===== config.mk =====
export PLATFORM = sky130hd
export DESIGN_NAME = lsu_wport
export DESIGN_NICKNAME = d
export VERILOG_FILES = /design/src/design/lsu_pkg.sv /design/src/design/dirty_ram.sv /design/src/design/uncached_write_buffer.sv /design/src/design/miss_handler.sv /design/src/design/cache_write_port.sv /design/src/design/bus_request_mux.sv /design/src/design/lsu_wport.sv
export SDC_FILE = /design/constraint.sdc
export NUM_CORES = 2
export LEC_CHECK = 0
export ABC_CLOCK_PERIOD_IN_PS = 12700
export BUFFER_PORTS_ARGS = -buffer_cell sky130_fd_sc_hd__buf_2
export CORE_MARGIN = 5
export CORE_UTILIZATION = 60
export CTS_CLUSTER_DIAMETER = 60
export CTS_CLUSTER_SIZE = 28
export DETAILED_ROUTE_END_ITERATION = 12
export PLACE_DENSITY = 0.87
export SLEW_MARGIN = 5
export SYNTH_ARGS = -nofsm -noshare
export SYNTH_HDL_FRONTEND = slang
export SYNTH_SLANG_ARGS = --single-unit

===== constraint.sdc =====
create_clock -name clk -period 12.7 [get_ports clk]
set_input_delay 1.27 -clock clk [delete_from_list [all_inputs] [get_ports clk]]
set_output_delay 1.27 -clock clk [all_outputs]
set_load 0.02 [all_outputs]

===== src/design/lsu_pkg.sv =====
package lsu_pkg;

  // cache geometry
  localparam int WAY_CNT    = 2;
  localparam int LINE_WORDS = 4;
  localparam int WBUF_DEPTH = 4;
  localparam int LINE_CNT   = 256;

  // bus codes
  localparam logic [3:0] BURST_LINE = 4'd3;
  localparam logic [3:0] BURST_ONE  = 4'd0;
  localparam logic [1:0] WORD_SIZE  = 2'd2;

  typedef logic [31:0] addr_t;
  typedef logic [31:0] word_t;
  typedef logic [3:0]  strobe_t;
  typedef logic [1:0]  size_t;
  typedef logic [19:0] tag_addr_t;
  typedef logic [7:0]  line_idx_t;
  typedef logic [9:0]  dram_addr_t;
  typedef logic [0:0]  way_t;
  typedef logic [WAY_CNT-1:0] way_mask_t;
  typedef logic [1:0]  beat_t;

  typedef struct packed {
    logic      valid;
    tag_addr_t addr;
  } tag_t;

  typedef enum logic {
    OP_REFILL,
    OP_UNCACHED_READ
  } miss_op_e;

  typedef enum logic [2:0] {
    S_IDLE,
    S_WB_ADDR,
    S_WB_DATA,
    S_REFILL_ADDR,
    S_REFILL_DATA,
    S_PT_ADDR,
    S_PT_DATA,
    S_TAG_UPDATE
  } miss_state_e;

  typedef enum logic [1:0] {
    S_EMPTY,
    S_ADDR,
    S_DATA
  } wbuf_state_e;

  typedef struct packed {
    logic                     hit_write;
    way_mask_t                wsel;
    logic                     uncached_write;
    logic                     refill_req;
    logic                     uncached_read;
    addr_t                    addr;
    word_t                    wdata;
    strobe_t                  wstrobe;
    size_t                    size;
    tag_t  [WAY_CNT-1:0]      tag_rdata;
    word_t [WAY_CNT-1:0]      rdata;
  } lsu_req_t;

  typedef struct packed {
    logic       wr_ready;
    logic       op_done;
    logic       read_ready;
    word_t      rdata;
    logic       dram_take_over;
    dram_addr_t data_raddr;
  } lsu_resp_t;

  typedef struct packed {
    logic       valid;
    logic       write;
    logic [3:0] burst_size;
    logic       cached;
    size_t      data_size;
    addr_t      addr;
    logic       data_ok;
    logic       data_last;
    strobe_t    data_strobe;
    word_t      w_data;
  } bus_req_t;

  typedef struct packed {
    logic  ready;
    logic  data_ok;
    logic  data_last;
    word_t r_data;
  } bus_resp_t;

  typedef struct packed {
    dram_addr_t            data_waddr;
    word_t                 data_wdata;
    strobe_t [WAY_CNT-1:0] data_we;
    line_idx_t             tag_waddr;
    tag_t                  tag_wdata;
    way_mask_t             tag_we;
  } wport_req_t;

  function automatic dram_addr_t dram_addr_of(addr_t addr);
    return addr[11:2];
  endfunction

  function automatic line_idx_t line_idx_of(addr_t addr);
    return addr[11:4];
  endfunction

  function automatic tag_addr_t tag_of(addr_t addr);
    return addr[31:12];
  endfunction

  function automatic addr_t line_base_of(addr_t addr);
    return {addr[31:4], 4'b0000};
  endfunction

endpackage


===== src/design/dirty_ram.sv =====
`timescale 1ns/100ps

module dirty_ram (
  input  logic                  clk,
  input  logic                  rst_n,
  input  lsu_pkg::way_mask_t    we_i,
  input  lsu_pkg::line_idx_t    waddr_i,
  input  logic                  wdata_i,
  input  lsu_pkg::line_idx_t    raddr_i,
  output lsu_pkg::way_mask_t    rdata_o
);

  lsu_pkg::way_mask_t bits_q [lsu_pkg::LINE_CNT];

  always_ff @(posedge clk) begin
    if (!rst_n) begin
      for (int i = 0; i < lsu_pkg::LINE_CNT; i++) begin
        bits_q[i] <= '0;
      end
    end else begin
      for (int w = 0; w < lsu_pkg::WAY_CNT; w++) begin
        if (we_i[w]) begin
          bits_q[waddr_i][w] <= wdata_i;
        end
      end
    end
  end

  // read is asynchronous
  assign rdata_o = bits_q[raddr_i];

endmodule


===== src/design/uncached_write_buffer.sv =====
`timescale 1ns/100ps

module uncached_write_buffer (
  input  logic                clk,
  input  logic                rst_n,
  input  logic                push_i,
  input  lsu_pkg::addr_t      addr_i,
  input  lsu_pkg::word_t      data_i,
  input  lsu_pkg::strobe_t    strobe_i,
  input  lsu_pkg::size_t      size_i,
  output logic                wr_ready_o,
  input  lsu_pkg::bus_resp_t  bus_resp_i,
  output logic                busy_o,
  output lsu_pkg::bus_req_t   bus_req_o
);

  typedef struct packed {
    lsu_pkg::addr_t   addr;
    lsu_pkg::word_t   data;
    lsu_pkg::strobe_t strobe;
    lsu_pkg::size_t   size;
  } entry_t;

  entry_t fifo_q [lsu_pkg::WBUF_DEPTH];
  entry_t incoming;
  entry_t handling_q;

  lsu_pkg::wbuf_state_e state_q, state_d;

  // extra bit tells full from empty
  logic [2:0] wr_ptr_q, rd_ptr_q, count;
  logic       empty, full, accept, load;

  assign incoming = '{addr: addr_i, data: data_i, strobe: strobe_i, size: size_i};
  assign count    = wr_ptr_q - rd_ptr_q;
  assign empty    = (count == 3'd0);
  assign full     = (count == 3'(lsu_pkg::WBUF_DEPTH));
  assign accept   = push_i && !full;

  assign wr_ready_o = !full;
  assign busy_o     = (state_q != lsu_pkg::S_EMPTY);

  always_comb begin
    state_d = state_q;
    case (state_q)
      lsu_pkg::S_ADDR: begin
        if (bus_resp_i.ready) begin
          state_d = lsu_pkg::S_DATA;
        end
      end
      lsu_pkg::S_DATA: begin
        if (bus_resp_i.data_ok) begin
          state_d = (empty && !accept) ? lsu_pkg::S_EMPTY : lsu_pkg::S_ADDR;
        end
      end
      default: begin
        if (accept) begin
          state_d = lsu_pkg::S_ADDR;
        end
      end
    endcase
  end

  // handling register loads on every entry into S_ADDR
  assign load = (state_d == lsu_pkg::S_ADDR) && (state_q != lsu_pkg::S_ADDR);

  always_ff @(posedge clk) begin
    if (!rst_n) begin
      state_q  <= lsu_pkg::S_EMPTY;
      wr_ptr_q <= '0;
      rd_ptr_q <= '0;
    end else begin
      state_q <= state_d;
      if (accept && !(load && empty)) begin
        wr_ptr_q <= wr_ptr_q + 3'd1;
      end
      if (load && !empty) begin
        rd_ptr_q <= rd_ptr_q + 3'd1;
      end
    end
  end

  always_ff @(posedge clk) begin
    if (accept && !(load && empty)) begin
      fifo_q[wr_ptr_q[1:0]] <= incoming;
    end
    if (load) begin
      // empty queue: store goes straight to the bus
      handling_q <= empty ? incoming : fifo_q[rd_ptr_q[1:0]];
    end
  end

  always_comb begin
    bus_req_o             = '0;
    bus_req_o.write       = 1'b1;
    bus_req_o.burst_size  = lsu_pkg::BURST_ONE;
    bus_req_o.data_size   = handling_q.size;
    bus_req_o.addr        = handling_q.addr;
    bus_req_o.data_strobe = handling_q.strobe;
    bus_req_o.w_data      = handling_q.data;
    bus_req_o.valid       = (state_q == lsu_pkg::S_ADDR);
    bus_req_o.data_ok     = (state_q == lsu_pkg::S_DATA);
    bus_req_o.data_last   = (state_q == lsu_pkg::S_DATA);
  end

endmodule


===== src/design/miss_handler.sv =====
`timescale 1ns/100ps

module miss_handler (
  input  logic                  clk,
  input  logic                  rst_n,
  input  lsu_pkg::lsu_req_t     req_i,
  output lsu_pkg::lsu_resp_t    resp_o,
  input  lsu_pkg::way_mask_t    dirty_i,
  output lsu_pkg::line_idx_t    dirty_raddr_o,
  input  logic                  bus_busy_i,
  input  lsu_pkg::bus_resp_t    bus_resp_i,
  output lsu_pkg::bus_req_t     bus_req_o,
  output lsu_pkg::miss_state_e  state_o,
  output lsu_pkg::way_t         victim_o,
  output lsu_pkg::dram_addr_t   refill_waddr_o
);

  lsu_pkg::miss_state_e state_q, state_d;
  lsu_pkg::miss_op_e    op_q;
  lsu_pkg::addr_t       op_addr_q;
  lsu_pkg::size_t       op_size_q;
  lsu_pkg::tag_t        oldtag_q;
  lsu_pkg::way_t        rr_q, next_way;
  logic                 op_valid_q, done_q, capture;

  // writeback read pipeline and buffer
  logic                 rd_active_q, fill_valid_q;
  lsu_pkg::beat_t       rd_ptr_q, fill_ptr_q, wb_beat_q, refill_beat_q;
  lsu_pkg::word_t       wb_buf_q [lsu_pkg::LINE_WORDS];
  logic [lsu_pkg::LINE_WORDS-1:0] wb_valid_q;
  logic                 wb_send, wb_start;
  lsu_pkg::line_idx_t   op_idx;

  assign next_way = rr_q + 1'b1;
  assign op_idx   = lsu_pkg::line_idx_of(op_addr_q);
  assign capture  = (state_q == lsu_pkg::S_IDLE) && !op_valid_q && !done_q &&
                    (req_i.refill_req || req_i.uncached_read);
  assign wb_send  = (state_q == lsu_pkg::S_WB_DATA) && wb_valid_q[wb_beat_q];
  assign wb_start = (state_q == lsu_pkg::S_IDLE) && (state_d == lsu_pkg::S_WB_ADDR);

  always_comb begin
    state_d = state_q;
    case (state_q)
      lsu_pkg::S_IDLE: begin
        if (op_valid_q && !bus_busy_i) begin
          if (op_q == lsu_pkg::OP_UNCACHED_READ) begin
            state_d = lsu_pkg::S_PT_ADDR;
          end else begin
            state_d = dirty_i[rr_q] ? lsu_pkg::S_WB_ADDR : lsu_pkg::S_REFILL_ADDR;
          end
        end
      end
      lsu_pkg::S_WB_ADDR: begin
        if (bus_resp_i.ready && !bus_busy_i) state_d = lsu_pkg::S_WB_DATA;
      end
      lsu_pkg::S_WB_DATA: begin
        if (wb_send && bus_resp_i.data_ok && wb_beat_q == 2'd3) begin
          state_d = lsu_pkg::S_REFILL_ADDR;
        end
      end
      lsu_pkg::S_REFILL_ADDR: begin
        if (bus_resp_i.ready && !bus_busy_i) state_d = lsu_pkg::S_REFILL_DATA;
      end
      lsu_pkg::S_REFILL_DATA: begin
        if (bus_resp_i.data_ok && bus_resp_i.data_last) state_d = lsu_pkg::S_TAG_UPDATE;
      end
      lsu_pkg::S_PT_ADDR: begin
        if (bus_resp_i.ready && !bus_busy_i) state_d = lsu_pkg::S_PT_DATA;
      end
      lsu_pkg::S_PT_DATA: begin
        if (bus_resp_i.data_ok && bus_resp_i.data_last) state_d = lsu_pkg::S_IDLE;
      end
      default: state_d = lsu_pkg::S_IDLE;
    endcase
  end

  always_ff @(posedge clk) begin
    if (!rst_n) begin
      state_q      <= lsu_pkg::S_IDLE;
      op_valid_q   <= 1'b0;
      done_q       <= 1'b0;
      rr_q         <= '0;
      rd_active_q  <= 1'b0;
      fill_valid_q <= 1'b0;
      wb_valid_q   <= '0;
    end else begin
      state_q      <= state_d;
      done_q       <= (state_q != lsu_pkg::S_IDLE) && (state_d == lsu_pkg::S_IDLE);
      fill_valid_q <= rd_active_q;
      if (capture) begin
        op_valid_q <= 1'b1;
      end else if (state_q == lsu_pkg::S_IDLE && state_d != lsu_pkg::S_IDLE) begin
        op_valid_q <= 1'b0;
      end
      if (capture && req_i.refill_req) begin
        rr_q <= next_way;
      end
      if (wb_start) begin
        rd_active_q <= 1'b1;
        wb_valid_q  <= '0;
      end else begin
        if (rd_active_q && rd_ptr_q == 2'd3) rd_active_q <= 1'b0;
        if (fill_valid_q) wb_valid_q[fill_ptr_q] <= 1'b1;
      end
    end
  end

  always_ff @(posedge clk) begin
    if (capture) begin
      op_q      <= req_i.refill_req ? lsu_pkg::OP_REFILL : lsu_pkg::OP_UNCACHED_READ;
      op_addr_q <= req_i.addr;
      op_size_q <= req_i.size;
      oldtag_q  <= req_i.tag_rdata[next_way];
    end
    fill_ptr_q <= rd_ptr_q;
    // pipe rdata lags data_raddr by one cycle
    if (fill_valid_q) wb_buf_q[fill_ptr_q] <= req_i.rdata[rr_q];
    if (wb_start) begin
      rd_ptr_q  <= '0;
      wb_beat_q <= '0;
    end else begin
      if (rd_active_q) rd_ptr_q <= rd_ptr_q + 2'd1;
      if (wb_send && bus_resp_i.data_ok) wb_beat_q <= wb_beat_q + 2'd1;
    end
    if (state_q != lsu_pkg::S_REFILL_DATA) begin
      refill_beat_q <= '0;
    end else if (bus_resp_i.data_ok) begin
      refill_beat_q <= refill_beat_q + 2'd1;
    end
  end

  assign state_o        = state_q;
  assign victim_o       = rr_q;
  assign dirty_raddr_o  = op_idx;
  assign refill_waddr_o = {op_idx, refill_beat_q};

  always_comb begin
    resp_o                = '0;
    resp_o.op_done        = done_q;
    resp_o.rdata          = bus_resp_i.r_data;
    resp_o.dram_take_over = rd_active_q;
    resp_o.data_raddr     = {op_idx, rd_ptr_q};
    resp_o.read_ready     = bus_resp_i.data_ok &&
                            ((state_q == lsu_pkg::S_REFILL_DATA &&
                              refill_beat_q == op_addr_q[3:2]) ||
                             state_q == lsu_pkg::S_PT_DATA);
  end

  always_comb begin
    bus_req_o             = '0;
    bus_req_o.burst_size  = lsu_pkg::BURST_LINE;
    bus_req_o.data_size   = lsu_pkg::WORD_SIZE;
    bus_req_o.addr        = lsu_pkg::line_base_of(op_addr_q);
    bus_req_o.data_strobe = '1;
    bus_req_o.w_data      = wb_buf_q[wb_beat_q];
    case (state_q)
      lsu_pkg::S_WB_ADDR: begin
        bus_req_o.valid = 1'b1;
        bus_req_o.write = 1'b1;
        bus_req_o.addr  = {oldtag_q.addr, op_idx, 4'b0000};
      end
      lsu_pkg::S_WB_DATA: begin
        bus_req_o.write     = 1'b1;
        bus_req_o.data_ok   = wb_send;
        bus_req_o.data_last = (wb_beat_q == 2'd3);
      end
      lsu_pkg::S_REFILL_ADDR: bus_req_o.valid = 1'b1;
      lsu_pkg::S_PT_ADDR: begin
        bus_req_o.valid      = 1'b1;
        bus_req_o.burst_size = lsu_pkg::BURST_ONE;
        bus_req_o.data_size  = op_size_q;
        bus_req_o.addr       = op_addr_q;
      end
      lsu_pkg::S_PT_DATA: bus_req_o.burst_size = lsu_pkg::BURST_ONE;
      default: bus_req_o.valid = 1'b0;
    endcase
  end

endmodule


===== src/design/cache_write_port.sv =====
`timescale 1ns/100ps

module cache_write_port (
  input  lsu_pkg::lsu_req_t     req_i,
  input  lsu_pkg::miss_state_e  state_i,
  input  lsu_pkg::way_t         victim_i,
  input  lsu_pkg::dram_addr_t   refill_waddr_i,
  input  lsu_pkg::bus_resp_t    bus_resp_i,
  output lsu_pkg::wport_req_t   wport_o,
  output lsu_pkg::way_mask_t    dirty_we_o,
  output lsu_pkg::line_idx_t    dirty_waddr_o,
  output logic                  dirty_wdata_o
);

  lsu_pkg::line_idx_t op_idx;

  // index of the line under refill
  assign op_idx = refill_waddr_i[9:2];

  always_comb begin
    wport_o            = '0;
    wport_o.data_waddr = lsu_pkg::dram_addr_of(req_i.addr);
    wport_o.data_wdata = req_i.wdata;
    wport_o.tag_waddr  = op_idx;
    wport_o.tag_wdata  = '{valid: 1'b1, addr: lsu_pkg::tag_of(req_i.addr)};
    dirty_we_o         = '0;
    dirty_waddr_o      = lsu_pkg::line_idx_of(req_i.addr);
    dirty_wdata_o      = 1'b1;

    case (state_i)
      lsu_pkg::S_IDLE: begin
        // hit store, mark the line dirty
        if (req_i.hit_write) begin
          for (int w = 0; w < lsu_pkg::WAY_CNT; w++) begin
            wport_o.data_we[w] = req_i.wsel[w] ? req_i.wstrobe : '0;
          end
          dirty_we_o = req_i.wsel;
        end
      end
      lsu_pkg::S_REFILL_DATA: begin
        if (bus_resp_i.data_ok) begin
          wport_o.data_we[victim_i] = '1;
          wport_o.data_waddr        = refill_waddr_i;
          wport_o.data_wdata        = bus_resp_i.r_data;
        end
      end
      lsu_pkg::S_TAG_UPDATE: begin
        wport_o.tag_we[victim_i] = 1'b1;
        dirty_we_o[victim_i]     = 1'b1;
        dirty_waddr_o            = op_idx;
        dirty_wdata_o            = 1'b0;
      end
      default: dirty_wdata_o = 1'b1;
    endcase
  end

endmodule


===== src/design/bus_request_mux.sv =====
`timescale 1ns/100ps

module bus_request_mux (
  input  logic               wbuf_busy_i,
  input  lsu_pkg::bus_req_t  wbuf_req_i,
  input  lsu_pkg::bus_req_t  miss_req_i,
  output lsu_pkg::bus_req_t  bus_req_o
);

  logic line_burst;

  // only line bursts of the miss side go out cached
  assign line_burst = (miss_req_i.burst_size == lsu_pkg::BURST_LINE);

  always_comb begin
    if (wbuf_busy_i) begin
      // uncached stores own the bus until drained
      bus_req_o        = wbuf_req_i;
      bus_req_o.cached = 1'b0;
    end else begin
      bus_req_o        = miss_req_i;
      bus_req_o.cached = line_burst;
    end
  end

endmodule


===== src/design/lsu_wport.sv =====
`timescale 1ns/100ps

module lsu_wport (
  input  logic                 clk,
  input  logic                 rst_n,
  input  lsu_pkg::lsu_req_t    req_i,
  output lsu_pkg::lsu_resp_t   resp_o,
  output lsu_pkg::wport_req_t  wport_o,
  output lsu_pkg::bus_req_t    bus_req_o,
  input  lsu_pkg::bus_resp_t   bus_resp_i
);

  lsu_pkg::lsu_resp_t   miss_resp;
  lsu_pkg::bus_req_t    wbuf_req, miss_req;
  lsu_pkg::miss_state_e miss_state;
  lsu_pkg::way_t        victim;
  lsu_pkg::dram_addr_t  refill_waddr;
  lsu_pkg::way_mask_t   dirty_we, dirty_rdata;
  lsu_pkg::line_idx_t   dirty_waddr, dirty_raddr;
  logic                 dirty_wdata, wr_ready, wbuf_busy;

  always_comb begin
    resp_o          = miss_resp;
    resp_o.wr_ready = wr_ready;
  end

  dirty_ram u_dirty_ram (
    .clk     (clk),
    .rst_n   (rst_n),
    .we_i    (dirty_we),
    .waddr_i (dirty_waddr),
    .wdata_i (dirty_wdata),
    .raddr_i (dirty_raddr),
    .rdata_o (dirty_rdata)
  );

  uncached_write_buffer u_wbuf (
    .clk        (clk),
    .rst_n      (rst_n),
    .push_i     (req_i.uncached_write),
    .addr_i     (req_i.addr),
    .data_i     (req_i.wdata),
    .strobe_i   (req_i.wstrobe),
    .size_i     (req_i.size),
    .wr_ready_o (wr_ready),
    .bus_resp_i (bus_resp_i),
    .busy_o     (wbuf_busy),
    .bus_req_o  (wbuf_req)
  );

  miss_handler u_miss (
    .clk            (clk),
    .rst_n          (rst_n),
    .req_i          (req_i),
    .resp_o         (miss_resp),
    .dirty_i        (dirty_rdata),
    .dirty_raddr_o  (dirty_raddr),
    .bus_busy_i     (wbuf_busy),
    .bus_resp_i     (bus_resp_i),
    .bus_req_o      (miss_req),
    .state_o        (miss_state),
    .victim_o       (victim),
    .refill_waddr_o (refill_waddr)
  );

  cache_write_port u_wport (
    .req_i          (req_i),
    .state_i        (miss_state),
    .victim_i       (victim),
    .refill_waddr_i (refill_waddr),
    .bus_resp_i     (bus_resp_i),
    .wport_o        (wport_o),
    .dirty_we_o     (dirty_we),
    .dirty_waddr_o  (dirty_waddr),
    .dirty_wdata_o  (dirty_wdata)
  );

  bus_request_mux u_bus_mux (
    .wbuf_busy_i (wbuf_busy),
    .wbuf_req_i  (wbuf_req),
    .miss_req_i  (miss_req),
    .bus_req_o   (bus_req_o)
  );

endmodule


======== After elaboration in Yosys (flattened, before gate mapping) ========
Memories as Yosys holds them, arrays and structs flattened. A register that Yosys moved wholly into a read port is not among the register bits.
Cells that the tools add are included.
word-level totals
  memories ................................ 3
  bits in registers ....................... 153
  RAM bits ................................ 920
  output and inout bits ................... 206
  input port bits ......................... 219
memories
  name                words  width  rd ports  clocked after Yosys merged registers in  write ports  RTL line                     source
  u_dirty_ram.bits_q  256    2      1         1                                        256          dirty_ram.sv:13              lsu_pkg::way_mask_t bits_q [lsu_pkg::LINE_CNT];
  u_wbuf.fifo_q       4      70     1         1                                        1            uncached_write_buffer.sv:24  entry_t fifo_q [lsu_pkg::WBUF_DEPTH];
  u_miss.wb_buf_q     4      32     1         1                                        1            miss_handler.sv:29           lsu_pkg::word_t wb_buf_q [lsu_pkg::LINE_WORDS];
cells by class
  muxes and demuxes ....................... 72
  add/subtract/negate cells ............... 7
  bitwise gates (word level) .............. 2
  order comparisons ....................... 6
  reductions and logical operators ........ 46
  equal/unequal tests ..................... 18
operator list
  cell                   number
  $mux W79               1
  $mux W70               1
  $mux W32               2
  $pmux W32 S2           1
  $mux W50               1
  $mux W42               1
  $mux W20               2
  $mux W8                4
  $mux W2                15
  $mux W1                25
  $logic_and A1 B1 Y1    24
  $mux W3                8
  $pmux W3 S7            1
  $pmux W8 S2            1
  $eq A3 B3 Y1 const B   5
  $mux W4                3
  $logic_not A3 Y1       3
  $eq A2 B2 Y1 const B   4
  $pmux W2 S2            2
  $reduce_or A2 Y1       4
  $logic_not A1 Y1       7
  $add A2 B1 Y2 const B  3
  $add A3 B1 Y3 const B  2
  $eq A3 B1 Y1 const B   2
  21 further kinds       29

======== Logic depth before layout (Yosys ltp) ========
  word-level depth ........................ 16
  depth in mapped cells ................... 12
  gate-level depth less buffers ........... 10

======== By module ========
Synthesis repeated with hierarchy kept, for this count alone.
second synthesis, totals
  cell total of the unflattened synthesis .. 3629
  area total of the unflattened synthesis .. 50556.0 um2
by module, submodules not included
  module                 cells an instance  area each (um2)  instances
  dirty_ram              2317               25754.7          1
  uncached_write_buffer  602                13774.5          1
  miss_handler           504                8836.0           1
  cache_write_port       115                1189.9           1
  bus_request_mux        90                 993.5            1
  lsu_wport              1                  7.5              1

======== Worst setup path before layout ========
Ideal clock, no wire load.
  path kind ............................... input port to flip-flop
  start ................................... input port bus_resp_i[33] in the netlist's numbering
  end ..................................... memory u_wbuf.fifo_q[3][0] in the netlist's numbering, enable pin
  stages .................................. 6
  setup slack ............................. 4.601 ns
  arrival ................................. 7.525 ns
  cell sequence ........................... clkbuf_1 > o21ai_0 > a221o_1 > a21oi_1 > a21oi_1 > and2_1
on the way
  word-level cells in the longest chain between the ends .. 9
ends and longest elaborated chain
  element                        RTL line                     source
  start: declaration             lsu_wport.sv:10              input lsu_pkg::bus_resp_t bus_resp_i
  $mux W2                        uncached_write_buffer.sv:52  if (bus_resp_i.data_ok) begin
  $pmux W2 S2                    uncached_write_buffer.sv:45  case (state_q)
  $eq A2 B1 Y1                   uncached_write_buffer.sv:65  assign load = (state_d == lsu_pkg::S_ADDR) && (state_q != lsu_pkg::S_ADDR);
  $logic_and A1 B1 Y1            uncached_write_buffer.sv:65
  $logic_and A1 B1 Y1            uncached_write_buffer.sv:84  if (accept && !(load && empty)) begin
  $logic_not A1 Y1               uncached_write_buffer.sv:84
  $logic_and A1 B1 Y1            uncached_write_buffer.sv:84
  $mux W1                        uncached_write_buffer.sv:84
  $mux W1 (not written as such)  uncached_write_buffer.sv:85  fifo_q[wr_ptr_q[1:0]] <= incoming;
  end: declaration               uncached_write_buffer.sv:24
No other way between the ends.

==> impl_results.md <==
* Largest area contributor in the netlist: edfxtp_1
* Multiplexer area fraction after synthesis at between 10% and 20%
* Max cap viols at 0
* Clock Latency Late Sink at between 0.6 and 0.7 ns
* Hold Crit Class: flip-flop to flip-flop
* WP data required at about 11 ns
* WL met2 at 61.8 mm
* Root Driver: clkbuf_16
* Setup TNS at 0 ns
* Syn Area/Cell at ~14 µm²
* Chip Width at 298 µm
* Unrepaired setup endpoints after global routing: no
* Hold Violations, Final at 0
* Clock Path Buffers at 3
* Via count at around 33000
* Vias in the first global route at 31800
* Quantity of I/O buffers inserted on ports at 419
* HPWL Detailed at 77.1 mm
* ANT nets after route at 0
* Slew @ Worst Pin at 1.26 ns
* Wire per inst at ~26 µm
* Final core occ at 65.1%
* Largest net degree at the start of global routing at 147
* CP endpoint kind: output port
* Critical hold path startpoint: u_miss.rd_ptr_q[1]$_SDFFE_PP0P_
* Clock Skew at 0.0571 ns
* Pins Over Slew Limit at 0
* Status: complete, no violations
* Synth Area in Simple Gates at 7.26%
* GPL Wtd Cong at 0.871
* Crit path kind: flip-flop to output port
* DRT Pass-1 Iters at 7
* Metal-1 WL at roughly 44 mm
* I/O Pins at 425
* Cells after Synth at between 3000 and 4000
* Area contributors post-synth: edfxtp_1, mux4_2, o21ai_0
* Total die area at 88900 µm²
* H-Tree Depth at 2
* Final Setup Violations at 0
* Nets at 3984
* Critical R2R Launch: u_wbuf.wr_ptr_q[0]$_SDFFE_PN0P_
* Cts bufs inserted at 53
* Post-synthesis sequential area ratio at 64.6%
* Startpoint types: flip-flop
* DR top layer: met5
* DR vias/cell at 6.69
* Final setup margin at 8.01 ns
* Reg2Reg Depth at 11
* Row cnt at 105
* Leakage at 17.8 nW
* Filler Cell Count at about 5400
* Synth Area in Compound Gates at under 10%
* # hold bufs at CTS at 0
* Max-slew headroom at between 15 and 20%
* GR Overflow Total at 0
* Placed Cells at ~4800
* Pre-CTS setup slack at 8.33 ns
* GRT Total Usage at 27.3%
* DRC violations left at 0
* Area delta synth->final at 7.39%
* Final Routed Wirelength at 126 mm
* Main flop type after synthesis: edfxtp_1
* Final min period at approximately 4.7 ns
* Synthesized area at 49800 µm²
* Cell Pwr Density at approximately 190 nW/µm²
* Netlist cell types at 65
* Clock input transition at the sequential cells of the worst setup and hold paths at 0.11 ns
* Hold Crit Depth at 0
* Ys async rst share at 0%
* TritonCTS Sinks at 1085
* CP Max Fanout at 37
* Layout cells sized above 1 at 25.8%
* Area share of fa/ha/maj cells after synthesis at less than 1%
* Post-CTS sizing at 0
* Post-synth EDFFs at 1045
* Core Footprint at slightly above 80000 µm²
* CTS tree: yes
* Final worst path period share at 36.9%
* Starting Density at 60.6%
* Worst EP arrival at 3.42 ns
* VDD IR max at 0.000252 V
* Worst setup startpoint: u_miss.state_o[2]$_SDFF_PN0_
* Post-CTS Repair Setup Buffers at 0
* Synth warn at 0
* Initial antenna violation count at 12
* First-pass GRT wire length at 189 mm
* Non-Filler Instances at 4864
* Synth top area share at 63.0%
* Die Height at 298 µm
* Fmax at ~0.21 GHz
* XOR/XNOR Fraction of Synth Area at 0.228%
* Yosys reg bits at 1085
* Met3 Routed Length at 15.6 mm
* Initial DRC count at between 4000 and 5000
* Combinational family with the most area after synthesis: multiplexers
placed cells by master (no fill, tap or decap), drive strengths merged, types with 8 or more instances in the layout:
cell type,n
mux2i,125
nor2,586
dfxtp,40
clkinv,8
ha,12
a31oi,11
edfxtp,1045
and3,13
buf,465
nor3,14
nand4,9
mux4,183
nand3b,11
nand2,154
o21ai,542
xnor2,9
inv,41
mux2,206
nand3,34
nor2b,12
and2,12
a21oi,53
clkbuf,63
a22oi,58
report_power, final:
group / internal (W) / switching, W
sequential: 0.00457 / 0.000342
combinational: 0.00125 / 0.00193
clock: 0.000915 / 0.00118
area by class of cell:
type / instances / area (µm²) / share of cell area [%]
multi-input combinational: 2122 / 15600 / 29.2
tap: 1070 / 1340 / 2.50
inverter: 26 / 97.6 / 0.182
timing repair buffer: 465 / 2450 / 4.58
sequential: 1085 / 32200 / 60.2
clock inverter: 30 / 424 / 0.793
antenna: 3 / 7.51 / 0.0140
clock buffer: 63 / 1400 / 2.61
cell usage after synthesis, types with 7 or more instances:
| master | n |
|---|---|
| ha_1 | 12 |
| and3_1 | 13 |
| buf_1 | 8 |
| xnor2_1 | 9 |
| o21ai_0 | 541 |
| a21oi_1 | 53 |
| nand3b_1 | 11 |
| nand3_1 | 34 |
| buf_4 | 84 |
| clkbuf_1 | 290 |
| mux4_2 | 171 |
| nor2b_1 | 12 |
| buf_2 | 13 |
| nor3_1 | 14 |
| buf_6 | 13 |
| mux2_2 | 206 |
| mux2i_1 | 125 |
| nand2_1 | 154 |
| inv_1 | 26 |
| nand4_1 | 9 |
| a22oi_1 | 58 |
| nor2_1 | 585 |
| dfxtp_1 | 40 |
| and2_1 | 12 |
| buf_8 | 7 |
| edfxtp_1 | 1045 |
| mux4_1 | 12 |
| a31oi_1 | 11 |
stage by stage:
stage / hold WS [ns] / area, µm² / total power [W]
2_1_floorplan: 0.456 / 49800 / 0.00714
3_3_place_gp: 0.395 / 51700 / 0.00799
3_5_place_dp: 0.408 / 51700 / 0.00811
4_1_cts: 0.421 / 53500 / 0.0102
5_1_grt: 0.436 / 53500 / 0.0105
6_report: 0.421 / 53500 / 0.0102
path summary, 6_finish.rpt:
check | end | slack [ns]
setup / recovery | wport_o[69] | 8.01
hold / removal | u_miss.fill_ptr_q[1]$_DFF_P_ | 0.42
setup reg to reg | u_wbuf.fifo_q[3][46]$_DFFE_PP_ | 8.33
hold reg to reg | u_miss.fill_ptr_q[1]$_DFF_P_ | 0.42
flip-flops by register name, summed over array words and instances (netlist names), 3 cells and up, named ones only:
| register | flops |
|---|---|
| u_miss.wb_valid_q | 4 |
| u_miss.op_addr_q | 32 |
| u_wbuf.fifo_q | 280 |
| u_wbuf.wr_ptr_q | 3 |
| u_wbuf.bus_req_o | 70 |
| u_dirty_ram.bits_q | 512 |
| u_wbuf.rd_ptr_q | 3 |
| u_miss.oldtag_q | 20 |
| u_miss.wb_buf_q | 128 |
| u_miss.state_o | 3 |
worst max-delay path, stage by stage (launching register included):
cell,delay [ns]
dfxtp_1,0.53
inv_1,0.21
or3_1,0.49
nor2_4,0.29
buf_4,0.51
mux2_2,0.46
buf_2,0.18
per-layer routing:
metal / GRT usage [%] / vias up
li1: - / 13700
met1: 36.7 / 16000
met2: 45.1 / 2429
met3: 6.15 / 332
met4: 8.75 / 14
met5: 0 / -
cell families (layout without fill, tap and decap cells):
family | count (synthesis) | in the layout
flops | 1085 | 1085
simple gates | 875 | 875
compound gates | 705 | 705
mux | 514 | 514
buf+inv | 441 | 584
xor+xnor | 13 | 13
fa+ha+maj | 12 | 12
other cells | 2 | 6
No activity file was read; power rests on OpenSTA's default activity.
